$ cat src/spw_pkg.sv
//----------------------------
// SpaceWire receive path shared types
// Character and APB structs, register map
// and the link credit constants
//----------------------------
`default_nettype none

package spw_pkg;

	//----------------------------
	// Link characters
	//----------------------------

	// Flag 0 is a data byte, flag 1 an end-of-packet marker
	typedef struct packed {
		logic       flag;
		logic [7:0] code;
	} spw_char_t;

	//----------------------------
	// APB bus
	//----------------------------

	typedef struct packed {
		logic        sel;
		logic        enable;
		logic        write;
		logic [11:0] addr;
		logic [31:0] wdata;
	} apb_req_t;

	typedef struct packed {
		logic [31:0] rdata;
		logic        ready;
		logic        slverr;
	} apb_rsp_t;

	// Register offsets
	localparam logic [11:0] REG_DATA    = 12'h000;
	localparam logic [11:0] REG_STATUS  = 12'h004;
	localparam logic [11:0] REG_CONTROL = 12'h008;

	// Characters granted by one FCT
	localparam int FCT_CREDIT = 8;
	// Upper bound on credit the far end may hold
	localparam int MAX_CREDIT = 56;

endpackage

`default_nettype wire

$ cat src/spw_rx_fifo.sv
//----------------------------
// Receive character FIFO
// Circular buffer with a registered
// show-ahead head, fill count and flags
//----------------------------
`default_nettype none
`timescale 1ns/100ps

module spw_rx_fifo #(
	parameter int depth_log2 = 6
) (
	input  logic                clock,
	input  logic                reset,
	input  logic                write,
	input  spw_pkg::spw_char_t  wdata,
	input  logic                pop,
	output spw_pkg::spw_char_t  head,
	output logic [depth_log2:0] count,
	output logic                empty,
	output logic                full
);
	import spw_pkg::*;

	localparam int depth = 2 ** depth_log2;

	spw_char_t             mem [depth];
	logic [depth_log2-1:0] wr_ptr;
	logic [depth_log2-1:0] rd_ptr;
	logic [depth_log2-1:0] rd_next;
	logic [depth_log2:0]   count_next;

	//----------------------------
	// Storage and pointers
	//----------------------------

	always_ff @(posedge clock)
	begin
		if (write)
		begin
			mem[wr_ptr] <= wdata;
		end
	end

	// Read pointer as it stands after this edge
	assign rd_next = rd_ptr + depth_log2'(pop);

	always_ff @(posedge clock or negedge reset)
	begin
		if (!reset)
		begin
			wr_ptr <= '0;
			rd_ptr <= '0;
		end
		else
		begin
			if (write)
			begin
				wr_ptr <= wr_ptr + 1'b1;
			end
			rd_ptr <= rd_next;
		end
	end

	// Head follows the next read slot; bypass when that slot is being written
	always_ff @(posedge clock)
	begin
		if (write && wr_ptr == rd_next)
		begin
			head <= wdata;
		end
		else
		begin
			head <= mem[rd_next];
		end
	end

	//----------------------------
	// Fill count and flags
	//----------------------------

	always_comb
	begin
		case ({write, pop})
			2'b10:   count_next = count + 1'b1;
			2'b01:   count_next = count - 1'b1;
			default: count_next = count;
		endcase
	end

	always_ff @(posedge clock or negedge reset)
	begin
		if (!reset)
		begin
			count <= '0;
			empty <= 1'b1;
			full  <= 1'b0;
		end
		else
		begin
			count <= count_next;
			empty <= (count_next == '0);
			full  <= (count_next == (depth_log2 + 1)'(depth));
		end
	end

	//----------------------------
	// Checks
	//----------------------------

	// Credit must keep the link from overrunning the buffer
	write_while_full : assert property (
		@(posedge clock) disable iff (!reset)
		write |-> !full
	) else $error("FIFO written while full");

	// Host side may only pop a stored character
	pop_while_empty : assert property (
		@(posedge clock) disable iff (!reset)
		pop |-> !empty
	) else $error("FIFO popped while empty");

endmodule

`default_nettype wire

$ cat src/spw_credit_tracker.sv
//----------------------------
// Link credit tracker
// Counts outstanding credit, requests FCTs
// and flags characters sent without credit
//----------------------------
`default_nettype none
`timescale 1ns/100ps

module spw_credit_tracker #(
	parameter int depth_log2 = 6
) (
	input  logic                clock,
	input  logic                reset,
	input  logic                rx_valid,
	input  logic [depth_log2:0] count,
	input  logic                link_enable,
	input  logic                fct_ack,
	input  logic                clear_error,
	output logic                accept,
	output logic                fct_req,
	output logic [5:0]          outstanding,
	output logic                credit_error
);
	import spw_pkg::*;

	localparam int depth      = 2 ** depth_log2;
	localparam int slot_width = depth_log2 + 2;

	logic [slot_width-1:0] free_slots;
	logic                  grant_ok;
	logic                  fct_done;

	// A character is taken only against credit
	assign accept   = rx_valid && (outstanding != '0);
	assign fct_done = fct_req && fct_ack;

	// Slots neither filled nor promised to the far end
	assign free_slots = slot_width'(depth) - slot_width'(count)
		- slot_width'(outstanding);

	assign grant_ok = link_enable
		&& (int'(free_slots) >= FCT_CREDIT)
		&& (int'(outstanding) <= MAX_CREDIT - FCT_CREDIT);

	//----------------------------
	// Outstanding credit
	//----------------------------

	always_ff @(posedge clock or negedge reset)
	begin
		if (!reset)
		begin
			outstanding <= '0;
		end
		else
		begin
			case ({fct_done, accept})
				2'b10:   outstanding <= outstanding + 6'(FCT_CREDIT);
				2'b01:   outstanding <= outstanding - 1'b1;
				2'b11:   outstanding <= outstanding + 6'(FCT_CREDIT - 1);
				default: outstanding <= outstanding;
			endcase
		end
	end

	//----------------------------
	// FCT request and error flag
	//----------------------------

	always_ff @(posedge clock or negedge reset)
	begin
		if (!reset)
		begin
			fct_req      <= 1'b0;
			credit_error <= 1'b0;
		end
		else
		begin
			if (fct_done)
			begin
				fct_req <= 1'b0;
			end
			else if (!fct_req && grant_ok)
			begin
				fct_req <= 1'b1;
			end

			// A refused character wins over a clear in the same cycle
			if (rx_valid && !accept)
			begin
				credit_error <= 1'b1;
			end
			else if (clear_error)
			begin
				credit_error <= 1'b0;
			end
		end
	end

	credit_bound : assert property (
		@(posedge clock) disable iff (!reset)
		int'(outstanding) <= MAX_CREDIT
	) else $error("Outstanding credit above limit");

endmodule

`default_nettype wire

$ cat src/spw_rx_apb.sv
//----------------------------
// APB register slave
// Data pop, status word and link control
//----------------------------
`default_nettype none
`timescale 1ns/100ps

module spw_rx_apb #(
	parameter int depth_log2 = 6
) (
	input  logic                clock,
	input  logic                reset,
	input  spw_pkg::apb_req_t   apb_req,
	output spw_pkg::apb_rsp_t   apb_rsp,
	input  spw_pkg::spw_char_t  head,
	input  logic [depth_log2:0] count,
	input  logic                empty,
	input  logic                full,
	input  logic [5:0]          outstanding,
	input  logic                credit_error,
	output logic                pop,
	output logic                link_enable,
	output logic                clear_error
);
	import spw_pkg::*;

	logic        access;
	logic        is_data;
	logic        is_status;
	logic        is_control;
	logic        bad_addr;
	logic        bad_write;
	logic        ctrl_write;
	logic [31:0] data_word;
	logic [31:0] status_word;

	//----------------------------
	// Address decode
	//----------------------------

	assign access     = apb_req.sel && apb_req.enable;
	assign is_data    = (apb_req.addr == REG_DATA);
	assign is_status  = (apb_req.addr == REG_STATUS);
	assign is_control = (apb_req.addr == REG_CONTROL);
	assign bad_addr   = !(is_data || is_status || is_control);
	// DATA and STATUS are read only
	assign bad_write  = apb_req.write && (is_data || is_status);
	assign ctrl_write = access && apb_req.write && is_control;

	// Single access phase gives a one-cycle pop
	assign pop         = access && !apb_req.write && is_data && !empty;
	assign clear_error = ctrl_write && apb_req.wdata[1];

	//----------------------------
	// Read words
	//----------------------------

	always_comb
	begin
		data_word     = '0;
		data_word[31] = !empty;
		if (!empty)
		begin
			data_word[8:0] = head;
		end

		status_word        = '0;
		status_word[7:0]   = 8'(count);
		status_word[8]     = empty;
		status_word[9]     = full;
		status_word[21:16] = outstanding;
		status_word[24]    = credit_error;
	end

	always_comb
	begin
		apb_rsp        = '0;
		apb_rsp.ready  = access;
		apb_rsp.slverr = access && (bad_addr || bad_write);
		if (access && !apb_req.write)
		begin
			if (is_data)
			begin
				apb_rsp.rdata = data_word;
			end
			else if (is_status)
			begin
				apb_rsp.rdata = status_word;
			end
			else if (is_control)
			begin
				apb_rsp.rdata = {31'b0, link_enable};
			end
		end
	end

	// Control register
	always_ff @(posedge clock or negedge reset)
	begin
		if (!reset)
		begin
			link_enable <= 1'b0;
		end
		else if (ctrl_write)
		begin
			link_enable <= apb_req.wdata[0];
		end
	end

endmodule

`default_nettype wire

$ cat src/spw_rx_top.sv
//----------------------------
// SpaceWire receive path top level
// Link input, FIFO, credit tracker, APB
//----------------------------
`default_nettype none
`timescale 1ns/100ps

module spw_rx_top #(
	parameter int depth_log2 = 6
) (
	input  logic               clock,
	input  logic               reset,
	input  logic               rx_valid,
	input  spw_pkg::spw_char_t rx_char,
	output logic               fct_req,
	input  logic               fct_ack,
	output logic               credit_error,
	input  spw_pkg::apb_req_t  apb_req,
	output spw_pkg::apb_rsp_t  apb_rsp
);
	import spw_pkg::*;

	spw_char_t           fifo_head;
	logic [depth_log2:0] fifo_count;
	logic                fifo_empty;
	logic                fifo_full;
	logic                accept;
	logic                pop;
	logic                link_enable;
	logic                clear_error;
	logic [5:0]          outstanding;

	spw_rx_fifo #(
		.depth_log2 (depth_log2)
	) u_fifo (
		.clock (clock),
		.reset (reset),
		.write (accept),
		.wdata (rx_char),
		.pop   (pop),
		.head  (fifo_head),
		.count (fifo_count),
		.empty (fifo_empty),
		.full  (fifo_full)
	);

	spw_credit_tracker #(
		.depth_log2 (depth_log2)
	) u_tracker (
		.clock        (clock),
		.reset        (reset),
		.rx_valid     (rx_valid),
		.count        (fifo_count),
		.link_enable  (link_enable),
		.fct_ack      (fct_ack),
		.clear_error  (clear_error),
		.accept       (accept),
		.fct_req      (fct_req),
		.outstanding  (outstanding),
		.credit_error (credit_error)
	);

	spw_rx_apb #(
		.depth_log2 (depth_log2)
	) u_apb (
		.clock        (clock),
		.reset        (reset),
		.apb_req      (apb_req),
		.apb_rsp      (apb_rsp),
		.head         (fifo_head),
		.count        (fifo_count),
		.empty        (fifo_empty),
		.full         (fifo_full),
		.outstanding  (outstanding),
		.credit_error (credit_error),
		.pop          (pop),
		.link_enable  (link_enable),
		.clear_error  (clear_error)
	);

endmodule

`default_nettype wire

$ cat config.mk
export PLATFORM = sky130hd
export DESIGN_NAME = spw_rx_top
export DESIGN_NICKNAME = d
export VERILOG_FILES = /design/src/spw_pkg.sv /design/src/spw_rx_fifo.sv /design/src/spw_credit_tracker.sv /design/src/spw_rx_apb.sv /design/src/spw_rx_top.sv
export SDC_FILE = /design/constraint.sdc
export NUM_CORES = 1
export LEC_CHECK = 0
export BUFFER_PORTS_ARGS = -buffer_cell sky130_fd_sc_hd__buf_2
export CORE_MARGIN = 10
export CORE_UTILIZATION = 54
export DETAILED_ROUTE_END_ITERATION = 7
export PLACE_DENSITY = 0.82
export SETUP_SLACK_MARGIN = 0.15
export SLEW_MARGIN = 10
export SYNTH_ARGS = -nofsm -noshare
export SYNTH_HDL_FRONTEND = slang
export SYNTH_SLANG_ARGS = --single-unit
$ cat constraint.sdc
create_clock -name clock -period 8.35 [get_ports clock]
set_input_delay 0.4175 -clock clock [delete_from_list [all_inputs] [get_ports clock]]
set_output_delay 0.4175 -clock clock [all_outputs]
set_load 0.05 [all_outputs]
==> results of run 1 <==
[sequential cells by signal (all words and copies together) (netlist names), named ones only]
signal / flops
u_apb.link_enable: 1
u_fifo.count: 7
u_fifo.empty: 1
u_fifo.full: 1
u_fifo.mem: 576
u_fifo.rd_ptr: 6
u_fifo.wr_ptr: 6
u_tracker.credit_error: 1
u_tracker.fct_req: 1
u_tracker.outstanding: 6
[power by group]
part	internal, uW	leakage [uW]	switching, uW
clock network	1350	0.000849	1090
registers	3510	0.00561	111
logic	219	0.00215	419
[timing repair]
item / 4_1_cts / 5_1_grt
hold endpoints to repair: 29 / 0
setup endpoints to repair: 0 / 0
hold buffers: 1 / 0
[final timing paths]
kind	from	endpoint	slack, ns	cells past startpoint
max	register	apb_rsp[2]	3.55	7
min	apb_req[0]	u_apb.link_enable$_DFFE_PN0P_	0.05	2
max reg2reg	u_tracker.outstanding[0]$_DFFE_PN0P_	u_fifo.empty$_DFF_PN1_	3.85	15
min reg2reg	u_fifo.rd_ptr[5]$_DFF_PN0_	u_fifo.rd_ptr[5]$_DFF_PN0_	0.48	1
max in group asynchronous	reset	u_fifo.wr_ptr[2]$_DFFE_PN0P_	7.45	2
min in group asynchronous	reset	u_tracker.outstanding[1]$_DFFE_PN0P_	0.41	2
[per-stage QoR]
step	hold slack, ns	utilization	power [uW]	instances
3_3_place_gp	0.456	0.563	4250	2024
5_1_grt	0.0414	0.602	6910	2130
6_report	0.0481	0.602	6690	2130
4_1_cts	0.0302	0.601	6690	2128
2_1_floorplan	0.122	-	4100	1450
3_5_place_dp	0.464	0.563	4300	2024
[cells in the final DEF (no fill, tap or decap), drive strengths merged, types with 18 or more instances in the layout]
cell	netlist	layout
a21oi	26	26
edfxtp	576	576
a22oi	81	81
nand3	53	53
o21ai	20	20
buf	68	64
nor2	85	85
mux4	76	76
nand2	65	65
clkinv	0	24
dfrtp	29	29
xnor2	18	18
clkbuf	21	72
ha	23	23
inv	21	23
mux2i	152	152
[cell type report]
cell class,instances,share of cell area
clock inverter,31,0.00753
multi-input combinational,728,0.229
clock buffer,72,0.0556
timing repair buffer,65,0.0144
antenna,1,0.0000912
sequential,612,0.663
tap,600,0.0274
inverter,21,0.00287
[kinds of logic after synthesis]
| kind of cell | Yosys count | synth area share |
|---|---|---|
| compound gates | 146 | 0.0395 |
| xor+xnor | 22 | 0.00772 |
| fa+ha+maj | 24 | 0.0123 |
| buf+inv | 110 | 0.0224 |
| flops | 612 | 0.728 |
| mux | 237 | 0.134 |
| other cells | 1 | 0.000150 |
| simple gates | 285 | 0.0566 |
[worst max-delay path, cell delays in order, from the launching register on]
cell and delay, ns:
dfxtp_4 0.79, buf_4 0.75, mux4_2 0.63, mux4_2 0.49, mux2i_1 0.40, o21ai_1 0.22, a21o_1 0.22, buf_2 0.21
[routing by layer]
| layer | vias to the layer above | wire length, um | track usage |
|---|---|---|---|
| met3 | 128 | 6000 | 0.0408 |
| li1 | 5731 | - | - |
| met4 | 0 | 1600 | 0.0684 |
| met2 | 915 | 27600 | 0.327 |
| met5 | - | 0 | 0 |
| met1 | 6894 | 21500 | 0.272 |
==> reports/metrics.cfg, run 1 <==
[timing]
slew_headroom=0.182
rsz0062_at_grt=false
setup_slack_ns=3.55
hold_viol=0
tns_ns=0
fmax_ghz=0.208
period_minus_slack_ns=4.80
clock_skew_ns=0.0181
setup_viol=0
worst_pin_slew_ns=1.23
fin_crit_sh=0.575
drv_slew=0

[setup_path]
end_kind=primary output
crit_path_start_kind=register
crit_fanout=41
arrival_ns=4.39
worstPathRequired_ns=7.93
path_class=register to primary output

[place]
placedInstanceArea_sq_um=25700
io_buffer_count=51
dp_slack_ns=3.87
place.detailed.hpwl_um=33300
gp_congestion=0.853

[global_routing]
grt_pass1_vias=13800
grt_max_degree=88
grt_pass1_wl_um=86300
grt_use_total=0.203
antenna_found_initial=2
grt_overflow=0

[cts]
cts_resized=0
clock_latency_ns=0.61
cts.sinks=612
cts_root_buf=clkbuf_16
cts_tree=yes
h-tree-depth=2
postCtsSetupRepairBufs=0
clock_path_buffers=3
cts.clk_slew.worst_paths_ns=0.07
tritoncts.num_buffers=56

[detailed_routing]
vias_per_cell=6.42
routedWlPerCell_um=26.6
vias=13700
drt_first_pass_iters=5
drc=0
routed_wl_um=56700
postRouteAntennaNets=0
drtIter0Drc=1624

[cells_and_area]
final_cell_area_sq_um=27400
seq_area_sq_um=18200
drive_above_1_share=0.164
multi_input_area_sq_um=6290
fillers=3072
syn2layout_area_growth_pct=9.87
nets=1568

[yosys]
ys_seq_area_frac=0.728
yosys_warnings=0
synthTopCellsByCount=576 x edfxtp_1, 152 x mux2i_1, 85 x nor2_1
synthFlopType=edfxtp_1
yosysUniqueCellTypes=57
netlist_area_sq_um=25000
synth_top_area_frac=0.693
synth_area_leaders=edfxtp_1 69%, mux4_2 6.9%, mux2i_1 6.1%
synth_enable_flop_cells=576
synth_cells=1437
synth.avg_cell_area_sq_um=17.4
yosysMostFrequentCell=edfxtp_1
ys_seq_elements=612
async_flop_share=0.0490
yosysTopAreaCell=edfxtp_1

[floorplan]
rows=78
die_area_sq_um=55200
core_sq_um=45600
io_pins=96
initial_utilization=0.548
die_x_um=235
die_h_um=235

[pwr]
p_per_area_nw_per_um2=244
ir_worst_vdd_uv=149
power.leakage_uw=0.00861

[status]
status=completed

[job]
timing.max_cap.violations=0

[min_path]
hold_class=primary input to register

No activity file was read; power rests on OpenSTA's default activity.
==> run 2: changes to the inputs <==
==> constraint.sdc (replaced) <==
create_clock -name clock -period 4.9 [get_ports clock]
set_input_delay 0.245 -clock clock [delete_from_list [all_inputs] [get_ports clock]]
set_output_delay 0.245 -clock clock [all_outputs]
set_load 0.05 [all_outputs]
==> run 2 against run 1 <==
Compared with the run above: final area is 0.63% higher; critical path depth grew 1; sequential cell count is the same; register-to-register slack worse by 3.1 ns; non-clock buffer count is 13 higher; via count grew 1.1%; largest power group unchanged.
==> reports/metrics.cfg, run 2 (synthesized netlist as in run 1, its figures left out) <==
[detailed_routing]
vias=13800  ; +1.1%
drc=0  ; unchanged
vias_per_cell=6.45  ; +0.52%
routed_wl_um=58700  ; +3.5%
drt_first_pass_iters=8  ; +3
postRouteAntennaNets=0  ; unchanged
routedWlPerCell_um=27.4  ; +2.9%
drtIter0Drc=1793  ; +10%

[job]
timing.max_cap.violations=0  ; unchanged

[cells_and_area]
drive_above_1_share=0.167  ; +0.00305
fillers=3064  ; -0.26%
layout_common_cells=576 x edfxtp_1, 152 x mux2i_1, 84 x nor2_1
reg_top3=u_fifo.mem (576), u_fifo.count (7)
largest_reg_flops=576  ; unchanged
fin_util=0.606  ; +0.00382
syn2layout_area_growth_pct=10.6
nets=1581  ; +0.83%
diodes=0  ; -1
top_register=u_fifo.mem
multi_input_area_sq_um=6290  ; unchanged
seq_area_sq_um=18200  ; unchanged
layout_commonest_cell=edfxtp_1

[global_routing]
grt_overflow=0  ; unchanged
met3_usage=0.0491  ; +0.00828
busiest_layer=met2
met1_usage=0.271  ; -0.000822
grt_pass1_wl_um=88400  ; +2.5%
grt_use_met2=0.345  ; +0.0176
grt_pass1_vias=14000  ; +1.7%
grt_max_degree=65  ; -26%
antenna_found_initial=1  ; -1
grt_use_total=0.209  ; +0.00572

[setup_path]
reg2reg_depth=15  ; unchanged
reg2reg_from=u_tracker.outstanding[0]$_DFFE_PN0P_
r2r-end=u_fifo.empty$_DFF_PN1_
reg2reg_setup_slack_ns=0.76  ; -3.09 ns
worstPathRequired_ns=4.66  ; -3.27 ns
arrival_ns=4.02  ; -0.37 ns
crit_fanout=23  ; -44%
crit_path_start_kind=register
end_kind=primary output
path_class=register to primary output

[cts]
cts_tree=yes
tritoncts.num_buffers=56  ; unchanged
cts_root_buf=clkbuf_16
cts_resized=0  ; unchanged
clock_path_buffers=3  ; unchanged
clock_latency_ns=0.62  ; about the same
cts.clk_slew.worst_paths_ns=0.07  ; about the same
h-tree-depth=2  ; unchanged
postCtsSetupRepairBufs=0  ; unchanged
cts.sinks=612  ; unchanged

[place]
io_buffer_count=51  ; unchanged
place.detailed.hpwl_um=35000  ; +4.9%
gp_congestion=0.861  ; +0.84%

[timing]
fmax_ghz=0.234
rsz0062_at_grt=false
drv_slew=0  ; unchanged
slew_headroom=0.148  ; -0.0340
clock_skew_ns=0.0190  ; +0.000843 ns
worst_pin_slew_ns=1.28  ; +0.0511 ns
tns_ns=0  ; unchanged
fin_crit_sh=0.871
setup_viol=0  ; unchanged
period_minus_slack_ns=4.27
hold_viol=0  ; unchanged

[pwr]
p_sw_uw=2820  ; +74%
clockPowerShare=0.370  ; +0.006
p_per_area_nw_per_um2=419  ; +72%
pwr-share-comb=0.097  ; +0.002
intPower_uw=8750  ; +72%
ir_worst_vdd_uv=311  ; +110%
power.leakage_uw=0.00869  ; +0.98%
pwr-share-seq=0.533  ; -0.007
p_sw_frac=0.244  ; +0.00203

[floorplan]
die_area_sq_um=55200  ; unchanged
io_pins=96  ; unchanged
core_sq_um=45600  ; unchanged
rows=78  ; unchanged
die_h_um=235  ; unchanged
die_x_um=235  ; unchanged
initial_utilization=0.548  ; unchanged

[min_path]
min_path_cells=3  ; +1
hold_class=primary input to register
hold_start=apb_req[44]
timing.hold.worst_endpoint=u_apb.link_enable$_DFFE_PN0P_

[status]
status=completed

run 2: changes by cell type in the layout (fill, tap and decap cells not counted), sizes merged:
cell	change
clkinvlp	-1
dlygate4sd3	+4
clkinv	+4
clkbuf	-5
buf	+9
diode	-1
bufinv	+3
run 2: per-stage QoR:
step / cells / setup slack [ns] / cell area, sq um / power, uW / hold slack [ns]
floorplan: 1450 / 1.17 / 25000 / 6990 / -0.0506
global placement: 2034 / 1.08 / 25800 / 7250 / 0.359
detailed placement: 2034 / 0.856 / 25800 / 7350 / 0.372
CTS: 2143 / 0.716 / 27600 / 11600 / 0.176
global route: 2143 / 0.527 / 27600 / 11900 / 0.196
finish: 2143 / 0.634 / 27600 / 11600 / 0.178
run 2: worst max-delay path by stage:
stage                                         start                endpoint  cells after the start
2_1_floorplan  u_tracker.outstanding[0]$_DFFE_PN0P_   u_fifo.full$_DFF_PN0_                     17
3_3_place_gp   u_tracker.outstanding[0]$_DFFE_PN0P_   u_fifo.full$_DFF_PN0_                     15
3_5_place_dp   u_tracker.outstanding[0]$_DFFE_PN0P_  u_fifo.empty$_DFF_PN1_                     15
4_1_cts                                    register              apb_rsp[2]                      7
5_1_grt                                    register              apb_rsp[5]                      8
6_report                                   register              apb_rsp[4]                      8
run 2: per-layer routing:
metal  wire length [um]  part of all wire
met1              21500              0.37
met2              29200              0.50
met3               6420              0.11
met4               1550             0.026
met5                  0                 0
run 2: final cells by class:
cell class	count	area share
Tap cell	600	0.0272
Clock buffer	67	0.0530
Timing Repair Buffer	78	0.0191
Multi-Input combinational cell	728	0.228
Sequential cell	612	0.659
Inverter	21	0.00286
Clock inverter	37	0.0112
run 2: worst max-delay path, stage by stage, from the launching register on:
cell	delay, ns
dfxtp_1	0.55
nor2_2	1.03
buf_4	0.42
a22oi_1	0.11
nand3_1	0.20
nand3_1	0.14
o21ai_0	0.51
nand2_1	0.16
buf_2	0.26
run 2: power groups by stage:
stage / logic [uW] / clock network [uW] / registers [uW]
2_1_floorplan: 823 / 0 / 6160
3_3_place_gp: 1010 / 0 / 6240
3_5_place_dp: 1090 / 0 / 6260
4_1_cts: 1110 / 4290 / 6160
5_1_grt: 1240 / 4500 / 6190
6_report: 1120 / 4280 / 6170
run 2: timing repair:
| item | CTS | global route |
|---|---|---|
| hold buffers | 5 | 0 |
| endpoints found under the hold margin | 32 | 0 |
| setup endpoints to repair | 0 | 0 |
